<file path="config.mk">
export PLATFORM = sky130hd
export DESIGN_NAME = pixel_fetch
export DESIGN_NICKNAME = d
export VERILOG_FILES = /design/src/hw/video_pkg.sv /design/src/hw/pixel_fetch.sv
export SDC_FILE = /design/constraint.sdc
export NUM_CORES = 1
export LEC_CHECK = 0
export BUFFER_PORTS_ARGS = -buffer_cell sky130_fd_sc_hd__buf_4
export CAP_MARGIN = 20
export CORE_UTILIZATION = 30
export DETAILED_ROUTE_END_ITERATION = 8
export HOLD_SLACK_MARGIN = 0.03
export PLACE_DENSITY_LB_ADDON = 0.1
export SKIP_LAST_GASP = 1
export SYNTH_ARGS = -nofsm -noshare
export SYNTH_HDL_FRONTEND = slang
export SYNTH_SLANG_ARGS = --single-unit
</file>
<file path="constraint.sdc">
create_clock -name pxl_clk -period 4.9 [get_ports pxl_clk]
set_input_delay 0.98 -clock pxl_clk [delete_from_list [all_inputs] [get_ports pxl_clk]]
set_output_delay 0.98 -clock pxl_clk [all_outputs]
set_load 0.02 [all_outputs]
</file>
<file path="src/hw/video_pkg.sv">
package video_pkg;

   // Widths that carry a meaning
   typedef logic [4:0]  reg_addr_t;
   typedef logic [31:0] reg_data_t;
   typedef logic [15:0] crt_count_t;
   typedef logic [11:0] fb_dim_t;
   typedef logic [23:0] rgb_t;
   typedef logic [8:0]  lb_addr_t;
   typedef logic [63:0] lb_word_t;
   typedef logic [7:0]  lb_be_t;
   typedef logic [7:0]  pxl_freq_t;

   typedef enum logic [1:0] {
      DEPTH_32 = 2'd0,
      DEPTH_16 = 2'd1,
      DEPTH_8  = 2'd2,
      DEPTH_4  = 2'd3
   } color_depth_t;

   // Register map, one word per register
   localparam reg_addr_t REG_DEPTH      = 5'd2;
   localparam reg_addr_t REG_ENABLE     = 5'd3;
   localparam reg_addr_t REG_POLARITY   = 5'd4;
   localparam reg_addr_t REG_PXLFREQ    = 5'd5;
   localparam reg_addr_t REG_FB_WIDTH   = 5'd6;
   localparam reg_addr_t REG_FB_HEIGHT  = 5'd7;
   localparam reg_addr_t REG_BG_COLOR   = 5'd9;
   localparam reg_addr_t REG_H_TOTAL    = 5'd16;
   localparam reg_addr_t REG_H_END_DISP = 5'd17;
   localparam reg_addr_t REG_H_SRT_SYNC = 5'd18;
   localparam reg_addr_t REG_H_END_SYNC = 5'd19;
   localparam reg_addr_t REG_V_TOTAL    = 5'd20;
   localparam reg_addr_t REG_V_END_DISP = 5'd21;
   localparam reg_addr_t REG_V_SRT_SYNC = 5'd22;
   localparam reg_addr_t REG_V_END_SYNC = 5'd23;

   // Clock-enable modulus, pixel rate is pxl_freq/125 per clock
   localparam logic [8:0] PXL_RATE_FULL = 9'd125;

   localparam int LB_WORDS = 512;

   typedef struct packed {
      crt_count_t h_total;
      crt_count_t h_end_disp;
      crt_count_t h_srt_sync;
      crt_count_t h_end_sync;
      crt_count_t v_total;
      crt_count_t v_end_disp;
      crt_count_t v_srt_sync;
      crt_count_t v_end_sync;
      logic       hsync_pol;
      logic       vsync_pol;
   } crt_cfg_t;

   typedef struct packed {
      color_depth_t depth;
      fb_dim_t      fb_width;
      fb_dim_t      fb_height;
      rgb_t         bg_color;
   } fb_cfg_t;

   typedef struct packed {
      logic line_start;
      logic line_odd;
      logic in_fb_rows;
      logic fb_active;
      logic disp_active;
   } line_pos_t;

   // Reset set is standard 640x480 with negative syncs
   localparam pxl_freq_t PXLFREQ_RST = 8'd25;
   localparam logic      ENABLE_RST  = 1'b0;

   localparam crt_cfg_t CRT_CFG_RST = '{
      h_total:    16'd800,
      h_end_disp: 16'd640,
      h_srt_sync: 16'd656,
      h_end_sync: 16'd752,
      v_total:    16'd525,
      v_end_disp: 16'd480,
      v_srt_sync: 16'd490,
      v_end_sync: 16'd492,
      hsync_pol:  1'b1,
      vsync_pol:  1'b1
   };

   localparam fb_cfg_t FB_CFG_RST = '{
      depth:     DEPTH_32,
      fb_width:  12'd640,
      fb_height: 12'd480,
      bg_color:  24'hFFFFFF
   };

endpackage

</file>
<file path="src/hw/pixel_fetch.sv">
`timescale 1ns/1ps

module pixel_fetch (
   input  logic                 pxl_clk,
   input  logic                 rst,
   input  logic                 pxl_ce,
   input  logic                 enable,
   input  video_pkg::fb_cfg_t   fb_cfg,
   input  video_pkg::line_pos_t line_pos,
   input  logic                 hsync_s2,
   input  logic                 vsync_s2,
   output logic                 rd_en,
   output video_pkg::lb_addr_t  rd_addr,
   input  video_pkg::lb_word_t  rd_data,
   output logic [7:0]           red,
   output logic [7:0]           green,
   output logic [7:0]           blue,
   output logic                 hsync,
   output logic                 vsync
);

   video_pkg::lb_addr_t addr_q;
   video_pkg::lb_addr_t cur_addr;
   logic [5:0]          off_q;
   logic [5:0]          cur_off;
   logic [5:0]          off_s3;
   logic [6:0]          step;
   logic [6:0]          next_off;
   logic                fb_s3;
   logic                disp_s3;
   video_pkg::lb_word_t slice_src;
   video_pkg::rgb_t     pxl_color;
   video_pkg::rgb_t     disp_color;

   function automatic video_pkg::rgb_t unpack16(input logic [15:0] c);
      return {c[15:11], c[15:13], c[10:5], c[10:9], c[4:0], c[4:2]};
   endfunction

   function automatic video_pkg::rgb_t unpack8(input logic [7:0] c);
      return {{2{c[7:5]}}, c[7:6], {2{c[4:2]}}, c[4:3], {4{c[1:0]}}};
   endfunction

   always_comb begin
      case (fb_cfg.depth)
         video_pkg::DEPTH_32: step = 7'd32;
         video_pkg::DEPTH_16: step = 7'd16;
         video_pkg::DEPTH_8:  step = 7'd8;
         default:             step = 7'd4;
      endcase
   end

   // A new framebuffer line restarts at the base of its half
   assign cur_addr = line_pos.line_start ? {line_pos.line_odd, 8'd0} : addr_q;
   assign cur_off  = line_pos.line_start ? 6'd0 : off_q;
   // Carry out means the last slice of this word
   assign next_off = {1'b0, cur_off} + step;

   assign rd_en   = pxl_ce && line_pos.fb_active;
   assign rd_addr = cur_addr;

   always_ff @(posedge pxl_clk or posedge rst) begin
      if (rst) begin
         addr_q <= '0;
         off_q  <= '0;
      end else if (pxl_ce && line_pos.in_fb_rows) begin
         if (next_off[6]) begin
            addr_q <= cur_addr + 9'd1;
            off_q  <= 6'd0;
         end else begin
            addr_q <= cur_addr;
            off_q  <= next_off[5:0];
         end
      end
   end

   // Stage 3, keeps syncs aligned with the RAM read
   always_ff @(posedge pxl_clk or posedge rst) begin
      if (rst) begin
         hsync   <= 1'b0;
         vsync   <= 1'b0;
         fb_s3   <= 1'b0;
         disp_s3 <= 1'b0;
      end else if (!enable) begin
         hsync   <= 1'b0;
         vsync   <= 1'b0;
         fb_s3   <= 1'b0;
         disp_s3 <= 1'b0;
      end else if (pxl_ce) begin
         hsync   <= hsync_s2;
         vsync   <= vsync_s2;
         fb_s3   <= line_pos.fb_active;
         disp_s3 <= line_pos.disp_active;
      end
   end

   always_ff @(posedge pxl_clk) begin
      if (pxl_ce)
         off_s3 <= cur_off;
   end

   assign slice_src = rd_data >> off_s3;

   always_comb begin
      case (fb_cfg.depth)
         video_pkg::DEPTH_32: pxl_color = slice_src[23:0];
         video_pkg::DEPTH_16: pxl_color = unpack16(slice_src[15:0]);
         video_pkg::DEPTH_8:  pxl_color = unpack8(slice_src[7:0]);
         default:             pxl_color = {6{slice_src[3:0]}};
      endcase
   end

   // Background inside the display window but outside the framebuffer
   assign disp_color = (enable && disp_s3) ? (fb_s3 ? pxl_color : fb_cfg.bg_color) : '0;

   assign red   = disp_color[23:16];
   assign green = disp_color[15:8];
   assign blue  = disp_color[7:0];

endmodule

</file>
==> impl_metrics.toml <==
[yosys]
synth-simple-area-share_pct = 17.0
synthMuxAreaShare_pct = 43.2
syn_inst = 772
synthFlopType = "dfrtp_1"
synth_nets = 903
synthXorXnorAreaFrac_pct = 1.10
synth-async-reset-ratio_pct = 76.0
synth_top_family_by_area = "multiplexers"
synthDistinctLibCells = 88
ys_seq_area_share_pct = 9.12
synth-edff-count = 6
syn_avg_cell_area_sq_um = 9.32
ys_seq_elements = 25
syn_area_sq_um = 7190
ys.warnings.count = 0
synth_fa_ha_area_share_pct = 1.15
synth_compound_area_share_pct = 20.8

[worst_setup_path]
path_cells = "buf_4 > mux4_2 > mux2i_1 > o22ai_1 > or2_1 > a222oi_1 > buf_4 > a2bb2oi_1 > a31oi_1 > buf_4"
cp-end-kind = "output pin"
cp_slowest_cell = "mux4_2"
reg2reg_slack_ns = 2.59
cp.depth = 10
cpPeakStageDelay_ns = 0.48
cp_common_cell = "buf_4"
cp_max_fo = 9
crit-reg2reg-capture = "addr_q[7]"
path_delay_family = "multiplexers"
required_ns = 3.92
rr_startpoint = "off_q[2]"
worst-r2r-cell-count = 10
crit_buf_inv = 3
start_kind = "input pin"
path_class = "input pin to output pin"
crit_arrival_ns = 3.60

[floorplanning]
io_pins = 161
dieArea_sq_um = 24600
placement_rows = 56
start_util_pct = 30.6
die_w_um = 157
core_area_sq_um = 23500
die_h_um = 157

[cells_and_area]
area_delta_synth_final_pct = 18.8
nNetsFinal = 1014
final_common_cell = "buf_4"
drive_gt1_share_pct = 36.3
diodes = 0
n_fill_cell = 2431
final_cell_mix = "buf_4, nand2_1, mux4_2, mux2i_1, o21ai_0"

[detailed_routing]
detail-route-antenna-nets = 0
wl_mm = 29.8
viasPerCell = 6.25
first_pass_iters = 5
avgRoutedWirePerCell_um = 24.8
drc = 0
dr.first_iter.drc_count = 673
via_count = 7508

[cts]
post_cts_resized = 0
clk_latency_ns = 0.26
cts.clk_slew.worst_paths_ns = 0.07
cts_sinks = 25
clock-root-buffer = "clkbuf_16"
cts_inserted_buffers = 3
postCtsSetupBuffers = 0
cts_max_level = 1
clock_path_buffers = 2
cts_hold_buf = 0
cts_tree = "yes"

[sta]
rsz0062_at_grt = "no"
tightest_slew_ns = 0.825
tns_ns = 0
drv_slew = 0
post-route-min-period_ns = 4.58
max_freq_ghz = 0.219
setup_viol_count_final = 0
maxSlewHeadroom_pct = 45.0
hold_violations = 0
min_period_over_period_pct = 93.4
clock_skew_ns = 0.00332

[power_and_ir_drop]
leakagePower_nw = 3.32
finalPower_mw = 1.48
ir_drop_uv = 120
p_per_area_nw_per_um2 = 174

[grt]
grt_pass1_wl_mm = 45.1
grt_pass1_vias = 7131
gr-usage-all-layers_pct = 24.1
antenna_found_initial = 0
globalRoute.totalOverflow = 0
grt_start_max_net_pins = 42

[min_path]
whs_endpoint = "off_q[2]"
hold_start = "off_q[2]"
holdPathStages = 2
hold_path.class = "register to register"

[place]
dp_hpwl_mm = 23.4
gp_congestion = 0.991
numPortBuffers = 136

[status]
status = "finished clean"

[run]
drv_cap = 0
## worst min-delay path: stages (launching register included)
cell,delay [ns]
dfrtp_1,0.34
nand2_1,0.04
o21ai_0,0.06
## registers in the layout, indices dropped and copies added, names as in the netlist
register,flops
addr_q,9
off_q,6
off_s3,6
disp_s3,1
fb_s3,1
hsync,1
vsync,1
## how the worst max path moves through the flow
stage | slack (ns) | end | from
floorplan | 1.15 | red[1] | rd_data[32]
global route | 0.12 | blue[2] | off_s3[1]
global placement | 0.42 | red[1] | rd_data[34]
detailed placement | 0.46 | red[1] | rd_data[34]
CTS | 0.39 | blue[3] | off_s3[0]
finish | 0.32 | red[1] | rd_data[34]
## cell families after synthesis
| kind of cell | Yosys count |
|---|---|
| multiplexers | 188 |
| AO/OA/AOI/OAI | 210 |
| AND/OR/NAND/NOR | 249 |
| adder cells (fa/ha/maj) | 6 |
| buffers and inverters | 85 |
| flip-flops | 25 |
| XOR/XNOR | 9 |
## layer usage
metal	GRT usage (%)	part of all wire, %
met2	37.2	45
met4	5.09	2.2
met3	2.10	8.3
met1	36.2	44
met5	0	0
## synthesized netlist by cell type (7+ instances only)
cell,count,area [sq um]
nand2_1,81,304
mux4_2,80,1800
mux2i_1,60,601
o21ai_0,46,230
nor2_1,41,154
mux2_2,36,405
a21oi_1,28,140
nand3_1,28,140
nor2b_1,28,175
clkbuf_1,26,97.6
a31oi_1,21,131
buf_2,20,100
dfrtp_1,19,475
nor3_1,16,80.1
buf_6,14,158
o22ai_1,14,87.6
mux4_1,10,263
a221oi_1,9,78.8
o211ai_1,9,67.6
and2_1,8,50.1
and3_1,8,50.1
nand2b_1,8,50.1
o31ai_1,7,52.6
## area by class of cell
type | count | area [sq um] | area share (%)
well taps | 319 | 399 | 4.67
multi-input cells | 662 | 5980 | 70.0
inverters | 13 | 48.8 | 0.571
clock inverters | 1 | 7.51 | 0.0879
repair buffers | 178 | 1370 | 16.1
flip-flops and latches | 25 | 656 | 7.68
clock buffers | 3 | 75.1 | 0.879
## stage by stage
stage,hold WS (ns),setup slack (ns),cells,util [%],area (sq um)
2_1_floorplan,0.442,1.15,772,-,7190
3_3_place_gp,0.463,0.417,1197,36.0,8460
3_5_place_dp,0.471,0.457,1197,36.0,8460
4_1_cts,0.484,0.386,1201,36.4,8540
5_1_grt,0.502,0.120,1201,36.4,8540
6_report,0.481,0.324,1201,36.4,8540
## report_power, final
group | switching, mW | total (mW) | internal, mW
logic | 0.599 | 1.04 | 0.442
clock network | 0.0753 | 0.186 | 0.111
registers | 0.0257 | 0.256 | 0.230
total | 0.700 | 1.48 | 0.783
Note: power is estimated with default switching activity, not from simulation.
