File: config.mk
export PLATFORM = sky130hd
export DESIGN_NAME = pxl_rate_gen
export DESIGN_NICKNAME = d
export VERILOG_FILES = /design/src/hw/video_pkg.sv /design/src/hw/pxl_rate_gen.sv
export SDC_FILE = /design/constraint.sdc
export NUM_CORES = 1
export LEC_CHECK = 0
export ABC_AREA = 1
export CAP_MARGIN = 20
export CORE_UTILIZATION = 40
export DETAILED_ROUTE_END_ITERATION = 10
export DONT_BUFFER_PORTS = 1
export PLACE_DENSITY = 0.54
export SYNTH_ARGS = -nofsm -noshare
export SYNTH_HDL_FRONTEND = slang
export SYNTH_SLANG_ARGS = --single-unit
export TNS_END_PERCENT = 100
File: constraint.sdc
create_clock -name pxl_clk -period 2.3 [get_ports pxl_clk]
set_input_delay 0 -clock pxl_clk [delete_from_list [all_inputs] [get_ports pxl_clk]]
set_output_delay 0 -clock pxl_clk [all_outputs]
set_load 0.01 [all_outputs]
File: src/hw/video_pkg.sv
package video_pkg;

   // Widths that carry a meaning
   typedef logic [4:0]  reg_addr_t;
   typedef logic [31:0] reg_data_t;
   typedef logic [15:0] crt_count_t;
   typedef logic [11:0] fb_dim_t;
   typedef logic [23:0] rgb_t;
   typedef logic [8:0]  lb_addr_t;
   typedef logic [63:0] lb_word_t;
   typedef logic [7:0]  lb_be_t;
   typedef logic [7:0]  pxl_freq_t;

   typedef enum logic [1:0] {
      DEPTH_32 = 2'd0,
      DEPTH_16 = 2'd1,
      DEPTH_8  = 2'd2,
      DEPTH_4  = 2'd3
   } color_depth_t;

   // Register map, one word per register
   localparam reg_addr_t REG_DEPTH      = 5'd2;
   localparam reg_addr_t REG_ENABLE     = 5'd3;
   localparam reg_addr_t REG_POLARITY   = 5'd4;
   localparam reg_addr_t REG_PXLFREQ    = 5'd5;
   localparam reg_addr_t REG_FB_WIDTH   = 5'd6;
   localparam reg_addr_t REG_FB_HEIGHT  = 5'd7;
   localparam reg_addr_t REG_BG_COLOR   = 5'd9;
   localparam reg_addr_t REG_H_TOTAL    = 5'd16;
   localparam reg_addr_t REG_H_END_DISP = 5'd17;
   localparam reg_addr_t REG_H_SRT_SYNC = 5'd18;
   localparam reg_addr_t REG_H_END_SYNC = 5'd19;
   localparam reg_addr_t REG_V_TOTAL    = 5'd20;
   localparam reg_addr_t REG_V_END_DISP = 5'd21;
   localparam reg_addr_t REG_V_SRT_SYNC = 5'd22;
   localparam reg_addr_t REG_V_END_SYNC = 5'd23;

   // Clock-enable modulus, pixel rate is pxl_freq/125 per clock
   localparam logic [8:0] PXL_RATE_FULL = 9'd125;

   localparam int LB_WORDS = 512;

   typedef struct packed {
      crt_count_t h_total;
      crt_count_t h_end_disp;
      crt_count_t h_srt_sync;
      crt_count_t h_end_sync;
      crt_count_t v_total;
      crt_count_t v_end_disp;
      crt_count_t v_srt_sync;
      crt_count_t v_end_sync;
      logic       hsync_pol;
      logic       vsync_pol;
   } crt_cfg_t;

   typedef struct packed {
      color_depth_t depth;
      fb_dim_t      fb_width;
      fb_dim_t      fb_height;
      rgb_t         bg_color;
   } fb_cfg_t;

   typedef struct packed {
      logic line_start;
      logic line_odd;
      logic in_fb_rows;
      logic fb_active;
      logic disp_active;
   } line_pos_t;

   // Reset set is standard 640x480 with negative syncs
   localparam pxl_freq_t PXLFREQ_RST = 8'd25;
   localparam logic      ENABLE_RST  = 1'b0;

   localparam crt_cfg_t CRT_CFG_RST = '{
      h_total:    16'd800,
      h_end_disp: 16'd640,
      h_srt_sync: 16'd656,
      h_end_sync: 16'd752,
      v_total:    16'd525,
      v_end_disp: 16'd480,
      v_srt_sync: 16'd490,
      v_end_sync: 16'd492,
      hsync_pol:  1'b1,
      vsync_pol:  1'b1
   };

   localparam fb_cfg_t FB_CFG_RST = '{
      depth:     DEPTH_32,
      fb_width:  12'd640,
      fb_height: 12'd480,
      bg_color:  24'hFFFFFF
   };

endpackage

File: src/hw/pxl_rate_gen.sv
`timescale 1ns/1ps

module pxl_rate_gen (
   input  logic                 pxl_clk,
   input  logic                 rst,
   input  video_pkg::pxl_freq_t pxl_freq,
   output logic                 pxl_ce
);

   // Phase stays below the modulus
   logic [7:0] acc;
   // One bit wider so the sum cannot overflow
   logic [8:0] sum;
   logic [8:0] sum_wrapped;

   assign sum         = {1'b0, acc} + {1'b0, pxl_freq};
   assign sum_wrapped = sum - video_pkg::PXL_RATE_FULL;

   always_ff @(posedge pxl_clk or posedge rst) begin
      if (rst) begin
         acc    <= 8'd0;
         pxl_ce <= 1'b1;
      end else if (sum >= video_pkg::PXL_RATE_FULL) begin
         acc    <= sum_wrapped[7:0];
         pxl_ce <= 1'b1;
      end else begin
         acc    <= sum[7:0];
         pxl_ce <= 1'b0;
      end
   end

endmodule

==> results of run 1 <==
[cell usage after synthesis]
library cell  count
nand2_8           1
nor2_1            7
nand3_2           5
dfstp_2           1
nand3_4           2
a21oi_2           1
nor2_8            1
nor2_4            4
nand2_2          11
nand2_4           2
ha_1             10
dfrtp_1           8
nand2_1          38
nand4_1           9
a21oi_1           4
o211ai_1          1
inv_1            19
xnor2_1           1
fa_1              1
inv_2             2
clkinv_1          2
xor2_1            3
nand3_1          18
[per-stage QoR]
stage	setup WS, ns	hold slack [ns]	cell area, um2	util [%]
floorplan	0.339	-0.173	1110	-
global placement	0.157	-0.123	1140	44.9
detailed placement	0.160	-0.124	1140	44.9
CTS	0.128	0.126	1180	46.4
global route	0.00548	0.146	1180	46.4
finish	0.165	0.126	1180	46.4
[repair_timing]
action / in CTS / in global routing
hold buffers: 1 / 0
endpoints found under the setup margin: 0 / 5
hold endpoints to repair: 9 / 0
[sequential cells by signal (all words and copies together) (netlist names)]
register / count
pxl_ce: 1
acc: 8
[final cells by class]
| class | instances | share of cell area [%] |
|---|---|---|
| multi-input combinational | 119 | 67.2 |
| sequential | 9 | 19.2 |
| inverter | 23 | 7.32 |
| tap | 30 | 3.18 |
| clock buffer | 4 | 2.23 |
| timing repair buffer | 1 | 0.848 |
[metal layers]
| metal | track usage (%) | vias up | share of wire, % |
|---|---|---|---|
| met3 | 1.94 | 5 | 4.7 |
| met2 | 27.1 | 21 | 44 |
| met1 | 23.5 | 429 | 49 |
| li1 | - | 508 | - |
| met5 | 0 | - | 0 |
| met4 | 7.69 | 0 | 1.8 |
[path summary, 6_finish.rpt]
kind,depth (start not counted),to,from,slack (ns)
max in group asynchronous,2,pxl_ce,rst,1.87
worst min-delay path,2,acc[4],rst,0.13
min in group pxl_clk,4,acc[0],pxl_freq[0],0.13
worst max-delay path,11,acc[1],acc[0],0.16
worst min register to register,4,acc[0],acc[0],0.73
worst max register to register,11,acc[1],acc[0],0.16
[cells by family (layout without fill, tap and decap cells)]
| group | Yosys count | count (layout) | synth area share, % |
|---|---|---|---|
| compound gates | 6 | 6 | 3.28 |
| xor+xnor | 4 | 4 | 3.17 |
| fa+ha+maj | 11 | 11 | 13.1 |
| buf+inv | 23 | 28 | 7.81 |
| flops | 9 | 9 | 20.5 |
| simple gates | 98 | 98 | 52.1 |
==> impl_metrics.ini, run 1 <==
[floorplanning]
pin_count = 11
rows = 18
chipHeight_um = 54.6
die_width_um = 54.6
die_area_um2 = 2980
start_util_pct = 43.5
core_um2 = 2540

[setup_path]
cp_slowest_stage_delay_ns = 0.44
arrival_ns = 2.35
cp_slowest_cell = fa_1
cp_common_cell = nand2_1
worstSetupEndpointType = flip-flop
crit_fanout = 9
critPathTopFamily = simple AND/OR/NAND/NOR gates
crit_chain = ha_1 -> fa_1 -> nand2_2 -> nand2_2 -> nand3_1 -> nand2_1 -> nor2_4 -> nand3_4 -> nand3_4 -> nand2_1 -> nand2_1
path_class = reg2reg
startpoint_type = flip-flop
cp.required_ns = 2.51
path_buf_inv = 0

[cells_and_area]
nNetsFinal = 178
final_common_cell = nand2_1
fillCellCount = 264
final_cell_mix = 38 x nand2_1, 19 x inv_1, 18 x nand3_1
finalNonFillerCells = 186
area_growth_pct = 6.67
antenna_cells = 0
regArea_um2 = 226
drive_gt1_share_pct = 21.2
multi_input_area_um2 = 793

[clock_network]
clkTransAtPathRegs_ns = 0.06
cts_made_buffers = 3
cts_resized = 0
clk_latency_ns = 0.27
cts-root-buf = clkbuf_4
cts.path.max_buffers = 2
cts_tree = done
h-tree-depth = 1
cts_sinks = 9
post_cts_buffers = 0

[hold_path]
hp-class = in2async

[drt]
vias_per_cell = 5.18
wl_per_cell_um = 12.2
dr.pass1.iters = 4
route.detailed.drc = 0
num_vias = 963
antenna_left = 0
initialDrtViolationCount = 23
wirelength_um = 2270

[place]
place_congestion = 0.860
dp_cells = 181
io_buffers = 0
post-dp-hpwl_um = 1900

[synth]
syn_area_um2 = 1110
ys_seq_area_share_pct = 20.5
syn-num-nets = 172
synth-seq-cells = 9
synthCells = 151
yosys.area.top_type = dfrtp_1
synth_cell_types = 23
syn_area_per_cell_um2 = 7.32
ys_warn_count = 0
synth_top_area_share_pct = 18.1
synth_area_leaders = dfrtp_1 18%, nand2_1 13%, ha_1 11%

[global_routing]
grt_pass1_vias = 832
antenna_found_initial = 0
grt_overflow_total = 0
grt_pass1_wl_um = 3640
grt.total_usage_pct = 17.3
grt_max_degree = 10

[status]
status = complete, no violations

[timing]
worst_slew_pin_slew_ns = 0.440
maxSlewViolCount = 0
report.final.hold_viol_count = 0
fin_crit_sh_pct = 92.8
slew_headroom_pct = 70.5
skew_ns = 0.00598
setup_viol = 0
finalCriticalPeriod_ns = 2.14
rsz0062_at_grt = no
timing.fmax_mhz = 468
fin_setup_tns_ns = 0

[job]
cap_violations = 0
Power of run 1 is left out: the tool's default activity adds up to more than one toggle a clock period on the data nets, which glitch-free logic cannot reach.
==> run 2, diff against run 1 <==
- GPL_ROUTABILITY_DRIVEN: unset -> 1
- SETUP_SLACK_MARGIN: unset -> 0.3
==> impl_metrics.ini, run 2 (synthesized netlist as in run 1, its figures left out) <==
[timing]
fin_hold_ws_ns = 0.0463
layout_setup_ws_ns = 0.264
worst_slew_pin_slew_ns = 0.442
skew_ns = 0.00458
fin_crit_sh_pct = 88.5
finalCriticalPeriod_ns = 2.04
setup_viol = 0
rsz0062_at_grt = yes
timing.fmax_mhz = 491
maxSlewViolCount = 0
fin_setup_tns_ns = 0
slew_headroom_pct = 70.4
report.final.hold_viol_count = 0

[clock_network]
cts_sinks = 9
clk_latency_ns = 0.27
clkTransAtPathRegs_ns = 0.06
cts.path.max_buffers = 2
cts-root-buf = clkbuf_4
h-tree-depth = 1
cts_tree = done
cts_made_buffers = 3

[setup_path]
r2r-start = acc[0]
startpoint_type = flip-flop
worstSetupEndpointType = flip-flop
setup.worst_path.start = acc[0]
path_class = reg2reg
cp.required_ns = 2.52
r2r_end = acc[1]
reg2reg_slack_ns = 0.26
crit_fanout = 5
arrival_ns = 2.25
worst-r2r-cell-count = 12

[floorplanning]
start_util_pct = 43.5
die_area_um2 = 2980
core_um2 = 2540
rows = 18
die_width_um = 54.6
pin_count = 11
chipHeight_um = 54.6

[place]
io_buffers = 0
place_congestion = 0.860
post-dp-hpwl_um = 1900
dp_slack_ns = 0.160

[cells_and_area]
biggestRegsByFlops = acc (8), pxl_ce (1)
fin_util_pct = 50.6
nNetsFinal = 185
largest_reg_flops = 8
largest_register = acc
final_cell_mix = 37 x nand2_1, 19 x inv_1, 16 x nand3_1
area_growth_pct = 16.4
antenna_cells = 0
drive_gt1_share_pct = 28.2
final_common_cell = nand2_1
fillCellCount = 256

[drt]
initialDrtViolationCount = 28
num_vias = 1031
wl_per_cell_um = 12.7
dr.pass1.iters = 4
vias_per_cell = 5.34
route.detailed.drc = 0
wirelength_um = 2450
antenna_left = 0

[status]
status = complete, no violations

[hold_path]
hp-class = in2reg
hold_path_startpoint = pxl_freq[0]
whs_path_depth = 4
whs_endpoint = acc[0]

[global_routing]
grt_max_degree = 10
antenna_found_initial = 0
grt_pass1_vias = 875
grt_pass1_wl_um = 3800
grt_overflow_total = 0
grt.total_usage_pct = 17.9

[job]
cap_violations = 0
## run 2: cell types whose count changed in the layout (fill, tap and decap cells not counted), sizes merged
cell / delta
nand3: +2
buf: +4
nand2: +1
## run 2: worst max-delay path, cell delays in order (launching register included)
cell	delay, ns
dfrtp_1	0.39
ha_4	0.17
fa_2	0.36
buf_6	0.13
nand3_2	0.08
nand3_2	0.08
nand2_2	0.12
nand3_2	0.09
nor2_4	0.22
nand2_8	0.09
nand3_4	0.10
nand2_1	0.07
nand2_1	0.06
## run 2: how the worst max path moves through the flow
stage | slack, ns | endpoint
after floorplan | 0.34 | acc[1]
after global placement | 0.16 | acc[1]
after detailed placement | 0.16 | acc[1]
after CTS | 0.23 | acc[6]
after global routing | 0.16 | acc[3]
final | 0.26 | acc[1]
## run 2: repair_timing
item,CTS,global route
hold buffers,1,0
endpoints found under the hold margin,9,0
gates resized for setup,6,4
setup endpoints to repair,9,9
pin swaps,9,8
buffers inserted,4,0
gates cloned,2,1
## run 2: area by class of cell
cell class,count,area [um2],area share [%]
inverters,23,86.3,6.71
repair buffers,5,43.8,3.40
clock buffers,4,26.3,2.04
multi-input cells,122,867,67.3
flip-flops and latches,9,226,17.6
well taps,30,37.5,2.92
## run 2: through the flow
step	area, um2	cells
floorplan	1110	151
global placement	1140	181
detailed placement	1140	181
CTS	1260	192
global route	1290	193
finish	1290	193
## run 2: metal layers
metal	global-route usage, %	vias to the layer above	wire (um)
li1	-	528	-
met1	23.8	474	1160
met2	29.5	27	1150
met3	1.94	2	119
met4	6.41	0	29
met5	0	-	0
Power of run 2 is left out for the same reason.
