## config.mk

```make
export PLATFORM = sky130hd
export DESIGN_NAME = video_regs
export DESIGN_NICKNAME = d
export VERILOG_FILES = /design/src/hw/video_pkg.sv /design/src/hw/video_regs.sv
export SDC_FILE = /design/constraint.sdc
export NUM_CORES = 1
export LEC_CHECK = 0
export BUFFER_PORTS_ARGS = -buffer_cell sky130_fd_sc_hd__clkbuf_2
export CAP_MARGIN = 5
export CORE_UTILIZATION = 50
export CTS_BUF_LIST = sky130_fd_sc_hd__clkbuf_8 sky130_fd_sc_hd__clkbuf_16
export CTS_CLUSTER_DIAMETER = 50
export DETAILED_ROUTE_END_ITERATION = 6
export GPL_ROUTABILITY_DRIVEN = 0
export PLACE_DENSITY = 0.84
export SLEW_MARGIN = 20
export SYNTH_ARGS = -nofsm -noshare
export SYNTH_HDL_FRONTEND = slang
export SYNTH_SLANG_ARGS = --single-unit
```

## constraint.sdc

```tcl
create_clock -name pxl_clk -period 15.3 [get_ports pxl_clk]
set_input_delay 0.765 -clock pxl_clk [delete_from_list [all_inputs] [get_ports pxl_clk]]
set_output_delay 0.765 -clock pxl_clk [all_outputs]
set_load 0.05 [all_outputs]
```

## src/hw/video_pkg.sv

```systemverilog
package video_pkg;

   // Widths that carry a meaning
   typedef logic [4:0]  reg_addr_t;
   typedef logic [31:0] reg_data_t;
   typedef logic [15:0] crt_count_t;
   typedef logic [11:0] fb_dim_t;
   typedef logic [23:0] rgb_t;
   typedef logic [8:0]  lb_addr_t;
   typedef logic [63:0] lb_word_t;
   typedef logic [7:0]  lb_be_t;
   typedef logic [7:0]  pxl_freq_t;

   typedef enum logic [1:0] {
      DEPTH_32 = 2'd0,
      DEPTH_16 = 2'd1,
      DEPTH_8  = 2'd2,
      DEPTH_4  = 2'd3
   } color_depth_t;

   // Register map, one word per register
   localparam reg_addr_t REG_DEPTH      = 5'd2;
   localparam reg_addr_t REG_ENABLE     = 5'd3;
   localparam reg_addr_t REG_POLARITY   = 5'd4;
   localparam reg_addr_t REG_PXLFREQ    = 5'd5;
   localparam reg_addr_t REG_FB_WIDTH   = 5'd6;
   localparam reg_addr_t REG_FB_HEIGHT  = 5'd7;
   localparam reg_addr_t REG_BG_COLOR   = 5'd9;
   localparam reg_addr_t REG_H_TOTAL    = 5'd16;
   localparam reg_addr_t REG_H_END_DISP = 5'd17;
   localparam reg_addr_t REG_H_SRT_SYNC = 5'd18;
   localparam reg_addr_t REG_H_END_SYNC = 5'd19;
   localparam reg_addr_t REG_V_TOTAL    = 5'd20;
   localparam reg_addr_t REG_V_END_DISP = 5'd21;
   localparam reg_addr_t REG_V_SRT_SYNC = 5'd22;
   localparam reg_addr_t REG_V_END_SYNC = 5'd23;

   // Clock-enable modulus, pixel rate is pxl_freq/125 per clock
   localparam logic [8:0] PXL_RATE_FULL = 9'd125;

   localparam int LB_WORDS = 512;

   typedef struct packed {
      crt_count_t h_total;
      crt_count_t h_end_disp;
      crt_count_t h_srt_sync;
      crt_count_t h_end_sync;
      crt_count_t v_total;
      crt_count_t v_end_disp;
      crt_count_t v_srt_sync;
      crt_count_t v_end_sync;
      logic       hsync_pol;
      logic       vsync_pol;
   } crt_cfg_t;

   typedef struct packed {
      color_depth_t depth;
      fb_dim_t      fb_width;
      fb_dim_t      fb_height;
      rgb_t         bg_color;
   } fb_cfg_t;

   typedef struct packed {
      logic line_start;
      logic line_odd;
      logic in_fb_rows;
      logic fb_active;
      logic disp_active;
   } line_pos_t;

   // Reset set is standard 640x480 with negative syncs
   localparam pxl_freq_t PXLFREQ_RST = 8'd25;
   localparam logic      ENABLE_RST  = 1'b0;

   localparam crt_cfg_t CRT_CFG_RST = '{
      h_total:    16'd800,
      h_end_disp: 16'd640,
      h_srt_sync: 16'd656,
      h_end_sync: 16'd752,
      v_total:    16'd525,
      v_end_disp: 16'd480,
      v_srt_sync: 16'd490,
      v_end_sync: 16'd492,
      hsync_pol:  1'b1,
      vsync_pol:  1'b1
   };

   localparam fb_cfg_t FB_CFG_RST = '{
      depth:     DEPTH_32,
      fb_width:  12'd640,
      fb_height: 12'd480,
      bg_color:  24'hFFFFFF
   };

endpackage

```

## src/hw/video_regs.sv

```systemverilog
`timescale 1ns/1ps

module video_regs (
   input  logic                 pxl_clk,
   input  logic                 rst,
   input  logic                 reg_en,
   input  logic                 reg_we,
   input  video_pkg::reg_addr_t reg_addr,
   input  video_pkg::reg_data_t reg_wrdata,
   output video_pkg::reg_data_t reg_rddata,
   output video_pkg::crt_cfg_t  crt_cfg,
   output video_pkg::fb_cfg_t   fb_cfg,
   output logic                 enable,
   output video_pkg::pxl_freq_t pxl_freq
);

   logic wr_ok;

   // Only enable and background colour may change during scan-out
   assign wr_ok = reg_en && reg_we &&
                  (!enable ||
                   reg_addr == video_pkg::REG_ENABLE ||
                   reg_addr == video_pkg::REG_BG_COLOR);

   always_ff @(posedge pxl_clk or posedge rst) begin
      if (rst) begin
         crt_cfg  <= video_pkg::CRT_CFG_RST;
         fb_cfg   <= video_pkg::FB_CFG_RST;
         enable   <= video_pkg::ENABLE_RST;
         pxl_freq <= video_pkg::PXLFREQ_RST;
      end else if (wr_ok) begin
         case (reg_addr)
            video_pkg::REG_DEPTH:
               fb_cfg.depth <= video_pkg::color_depth_t'(reg_wrdata[1:0]);
            video_pkg::REG_ENABLE:     enable            <= reg_wrdata[0];
            video_pkg::REG_POLARITY: begin
               crt_cfg.vsync_pol <= reg_wrdata[1];
               crt_cfg.hsync_pol <= reg_wrdata[0];
            end
            video_pkg::REG_PXLFREQ:    pxl_freq          <= reg_wrdata[7:0];
            video_pkg::REG_FB_WIDTH:   fb_cfg.fb_width   <= reg_wrdata[11:0];
            video_pkg::REG_FB_HEIGHT:  fb_cfg.fb_height  <= reg_wrdata[11:0];
            video_pkg::REG_BG_COLOR:   fb_cfg.bg_color   <= reg_wrdata[23:0];
            video_pkg::REG_H_TOTAL:    crt_cfg.h_total    <= reg_wrdata[15:0];
            video_pkg::REG_H_END_DISP: crt_cfg.h_end_disp <= reg_wrdata[15:0];
            video_pkg::REG_H_SRT_SYNC: crt_cfg.h_srt_sync <= reg_wrdata[15:0];
            video_pkg::REG_H_END_SYNC: crt_cfg.h_end_sync <= reg_wrdata[15:0];
            video_pkg::REG_V_TOTAL:    crt_cfg.v_total    <= reg_wrdata[15:0];
            video_pkg::REG_V_END_DISP: crt_cfg.v_end_disp <= reg_wrdata[15:0];
            video_pkg::REG_V_SRT_SYNC: crt_cfg.v_srt_sync <= reg_wrdata[15:0];
            video_pkg::REG_V_END_SYNC: crt_cfg.v_end_sync <= reg_wrdata[15:0];
            default: ;
         endcase
      end
   end

   // Read data is valid one cycle after the request
   always_ff @(posedge pxl_clk) begin
      if (reg_en) begin
         case (reg_addr)
            video_pkg::REG_DEPTH:      reg_rddata <= {30'd0, fb_cfg.depth};
            video_pkg::REG_ENABLE:     reg_rddata <= {31'd0, enable};
            video_pkg::REG_POLARITY:
               reg_rddata <= {30'd0, crt_cfg.vsync_pol, crt_cfg.hsync_pol};
            video_pkg::REG_PXLFREQ:    reg_rddata <= {24'd0, pxl_freq};
            video_pkg::REG_FB_WIDTH:   reg_rddata <= {20'd0, fb_cfg.fb_width};
            video_pkg::REG_FB_HEIGHT:  reg_rddata <= {20'd0, fb_cfg.fb_height};
            video_pkg::REG_BG_COLOR:   reg_rddata <= {8'd0, fb_cfg.bg_color};
            video_pkg::REG_H_TOTAL:    reg_rddata <= {16'd0, crt_cfg.h_total};
            video_pkg::REG_H_END_DISP: reg_rddata <= {16'd0, crt_cfg.h_end_disp};
            video_pkg::REG_H_SRT_SYNC: reg_rddata <= {16'd0, crt_cfg.h_srt_sync};
            video_pkg::REG_H_END_SYNC: reg_rddata <= {16'd0, crt_cfg.h_end_sync};
            video_pkg::REG_V_TOTAL:    reg_rddata <= {16'd0, crt_cfg.v_total};
            video_pkg::REG_V_END_DISP: reg_rddata <= {16'd0, crt_cfg.v_end_disp};
            video_pkg::REG_V_SRT_SYNC: reg_rddata <= {16'd0, crt_cfg.v_srt_sync};
            video_pkg::REG_V_END_SYNC: reg_rddata <= {16'd0, crt_cfg.v_end_sync};
            default:                   reg_rddata <= '0;
         endcase
      end
   end

endmodule

```

==> flow_metrics.py <==
metrics = {
    "outcome": {
        "status": "finished clean",
    },
    "placed_design": {
        "port_buffers": 245,
        "dp_hpwl_um": 19700,
        "place_ws_ps": 10940,
    },
    "clocking": {
        "cts.sinks": 213,
        "numCtsBuffers": 24,
        "post_cts_buffers": 0,
        "h-tree-depth": 1,
        "cts_tree": "built",
        "cts-root-buf": "clkbuf_16",
        "clockBufferDepth": 3,
        "clk_pin_slew_ps": 60,
        "insertion_delay_ps": 510,
        "cts_resized": 0,
        "cts_hold_buf": 0,
    },
    "timing": {
        "finClkSkew_ps": 11.1,
        "worstMarginPinSlew_ps": 1230,
        "finalWorstSetupSlack_ps": 11300,
        "drv_slew": 0,
        "worst_hold_slack_ps": 480,
        "final_hold_viol_count": 0,
        "setup_violations": 0,
        "final.min_clock_period_ps": 4000,
        "post-route-period-util_pct": 26.2,
        "finalSetupTns_ps": 0,
        "rsz0062_at_grt": "false",
        "clock.fmax_mhz": 250,
        "relSlewSlack_pct": 18.3,
    },
    "power_and_ir_drop": {
        "combPwrFrac_pct": 26.8,
        "irDropWorstVdd_v": 0.0000987,
        "clkPwrFrac_pct": 33.0,
        "swShare_pct": 36.1,
        "internal_power_w": 0.00115,
        "power_frac_seq_pct": 40.2,
        "p_total_w": 0.00179,
        "switchingPower_w": 0.000647,
        "p_leak_nw": 5.93,
        "p_per_area_nw_per_um2": 148,
    },
    "detailed_routing": {
        "wl_um": 30300,
        "drc": 0,
        "drt-initial-drc-count": 485,
        "avgRoutedWirePerCell_um": 24.9,
        "routedLengthMet1_um": 12100,
        "ant_nets": 0,
        "top_layer": "met4",
        "dr_wl_met2_um": 14700,
        "vias": 7253,
        "wl_met3_um": 2560,
        "via_per_inst": 5.97,
        "firstDrtPassIters": 5,
    },
    "global_route": {
        "grt.total_usage_pct": 29.7,
        "grt_overflow": 0,
        "antenna_found_initial": 0,
        "grt_max_degree": 112,
        "grt_pass1_vias": 7196,
        "grt_pass1_wl_um": 44400,
    },
    "layout": {
        "syn_to_final_growth_pct": 22.1,
        "drive_gt1_share_pct": 59.9,
        "final_net_count": 972,
        "antenna_cells_inserted": 0,
    },
    "floorplan": {
        "rows": 51,
        "dieWidth_um": 143,
        "dieHeight_um": 143,
        "initial_core_util_pct": 50.9,
        "ios": 262,
        "coreArea_um2": 19500,
        "dieArea_um2": 20400,
    },
    "critical_path": {
        "start_kind": "primary input",
        "reg2reg_depth": 4,
        "worstPathArrival_ps": 4380,
        "cp_cell_sequence": "clkbuf_2, buf_4, and2_1, nand4_1, mux2_2",
        "cp_slowest_cell": "nand4_1",
        "crit_family": "simple AND/OR/NAND/NOR gates",
        "r2r_end": "fb_cfg[24]",
        "ff2ff_setup_slack_ps": 12850,
        "path_buf_inv": 2,
        "path_class": "in -> reg",
        "reg2reg_from": "enable",
        "worstSetupEndpointType": "flop",
        "max_stage_delay_ps": 1030,
        "cp_data_required_time_ps": 15680,
        "cp_max_fo": 40,
    },
    "synth": {
        "syn_avg_cell_area_um2": 14.1,
        "ys_top_cells_by_area": "dfrtp_1 (31%), dfstp_2 (18%), mux2_2 (18%)",
        "syn_area_um2": 9910,
        "syn_inst": 701,
        "synth_top_family_by_area": "multiplexers",
        "ys.flop_type": "dfrtp_1",
        "synth_xor_area_share_pct": 0.0884,
        "synth.top_cell.area_share_pct": 30.5,
        "yosysMostFrequentCell": "mux2_2",
        "synth.cells.most_frequent": "mux2_2 (158), dfrtp_1 (121), dfstp_2 (68)",
        "synth-compound-area-share_pct": 4.85,
        "synth.area.mux_share_pct": 26.9,
        "yosys.area_share.simple_pct": 8.65,
        "ys_seq_area_share_pct": 55.8,
        "synth_edf_count": 24,
        "yosysUniqueCellTypes": 67,
        "yosysWarnings": 0,
        "synthArstFlopShare_pct": 88.7,
        "synth_top_area_cell": "dfrtp_1",
        "synth_seq_cells": 213,
        "synth_fa_ha_area_share_pct": 0,
    },
    "min_path": {
        "min_path_type": "in -> async",
    },
    "run": {
        "drv_cap": 0,
    },
}
routing by layer:
layer,vias up,GRT usage (%)
li1,3072,-
met1,3731,38.2
met5,-,0
met2,380,48.7
met3,70,7.41
met4,0,10.6
cells by family (layout without fill, tap and decap cells):
| kind of cell | count (synthesis) | count (layout) |
|---|---|---|
| compound gates | 64 | 64 |
| xor+xnor | 1 | 1 |
| buf+inv | 64 | 305 |
| flops | 213 | 213 |
| mux | 227 | 227 |
| other cells | 1 | 8 |
| simple gates | 131 | 131 |
sequential cells by signal (all words and copies together), names as in the netlist:
| register | flops |
|---|---|
| enable | 1 |
| pxl_freq | 8 |
| reg_rddata | 24 |
| fb_cfg | 50 |
| crt_cfg | 130 |
worst max-delay path by stage:
stage / from / end / slack [ps] / cells past startpoint
after global routing: reg_addr[1] / fb_cfg[28] / 11290 / 5
final: reg_addr[1] / fb_cfg[24] / 11300 / 5
after detailed placement: reg_addr[0] / crt_cfg[46] / 10940 / 6
after CTS: reg_addr[1] / fb_cfg[24] / 11440 / 5
after floorplan: rst / crt_cfg[100] / 9510 / 1
after global placement: reg_addr[1] / fb_cfg[28] / 10960 / 5
per-stage QoR:
step | cell area [um^2] | util, % | instances
6_report | 12100 | 62.2 | 1214
5_1_grt | 12100 | 62.2 | 1214
4_1_cts | 12100 | 62.2 | 1214
3_5_place_dp | 11300 | 57.9 | 1170
3_3_place_gp | 11300 | 57.9 | 1170
2_1_floorplan | 9940 | - | 708
layout by cell type, fill, tap and decap left out, drive strengths merged, types with 14 or more instances in the layout:
| cell type | instances |
|---|---|
| mux2 | 198 |
| dfstp | 68 |
| nor2 | 18 |
| mux2i | 23 |
| nand3 | 17 |
| nand2 | 16 |
| dfrtp | 121 |
| clkbuf | 278 |
| edfxtp | 24 |
| a22oi | 14 |
| buf | 14 |
cell type report:
type,instances,area (um^2)
fill,1501,7360
tap,265,332
multi-input combinational,431,4050
sequential,213,5540
timing repair buffer,259,1330
clock inverter,11,78.8
clock buffer,33,758
inverter,2,12.5
power groups by stage:
stage / registers, W / clock network (W) / logic [W]
after global placement: 0.000723 / 0 / 0.000474
final: 0.000721 / 0.000591 / 0.000481
after CTS: 0.000719 / 0.000598 / 0.000482
after detailed placement: 0.000728 / 0 / 0.000480
after global routing: 0.000729 / 0.000623 / 0.000499
after floorplan: 0.000968 / 0 / 0.000118
(Power assumes the default switching activity.)
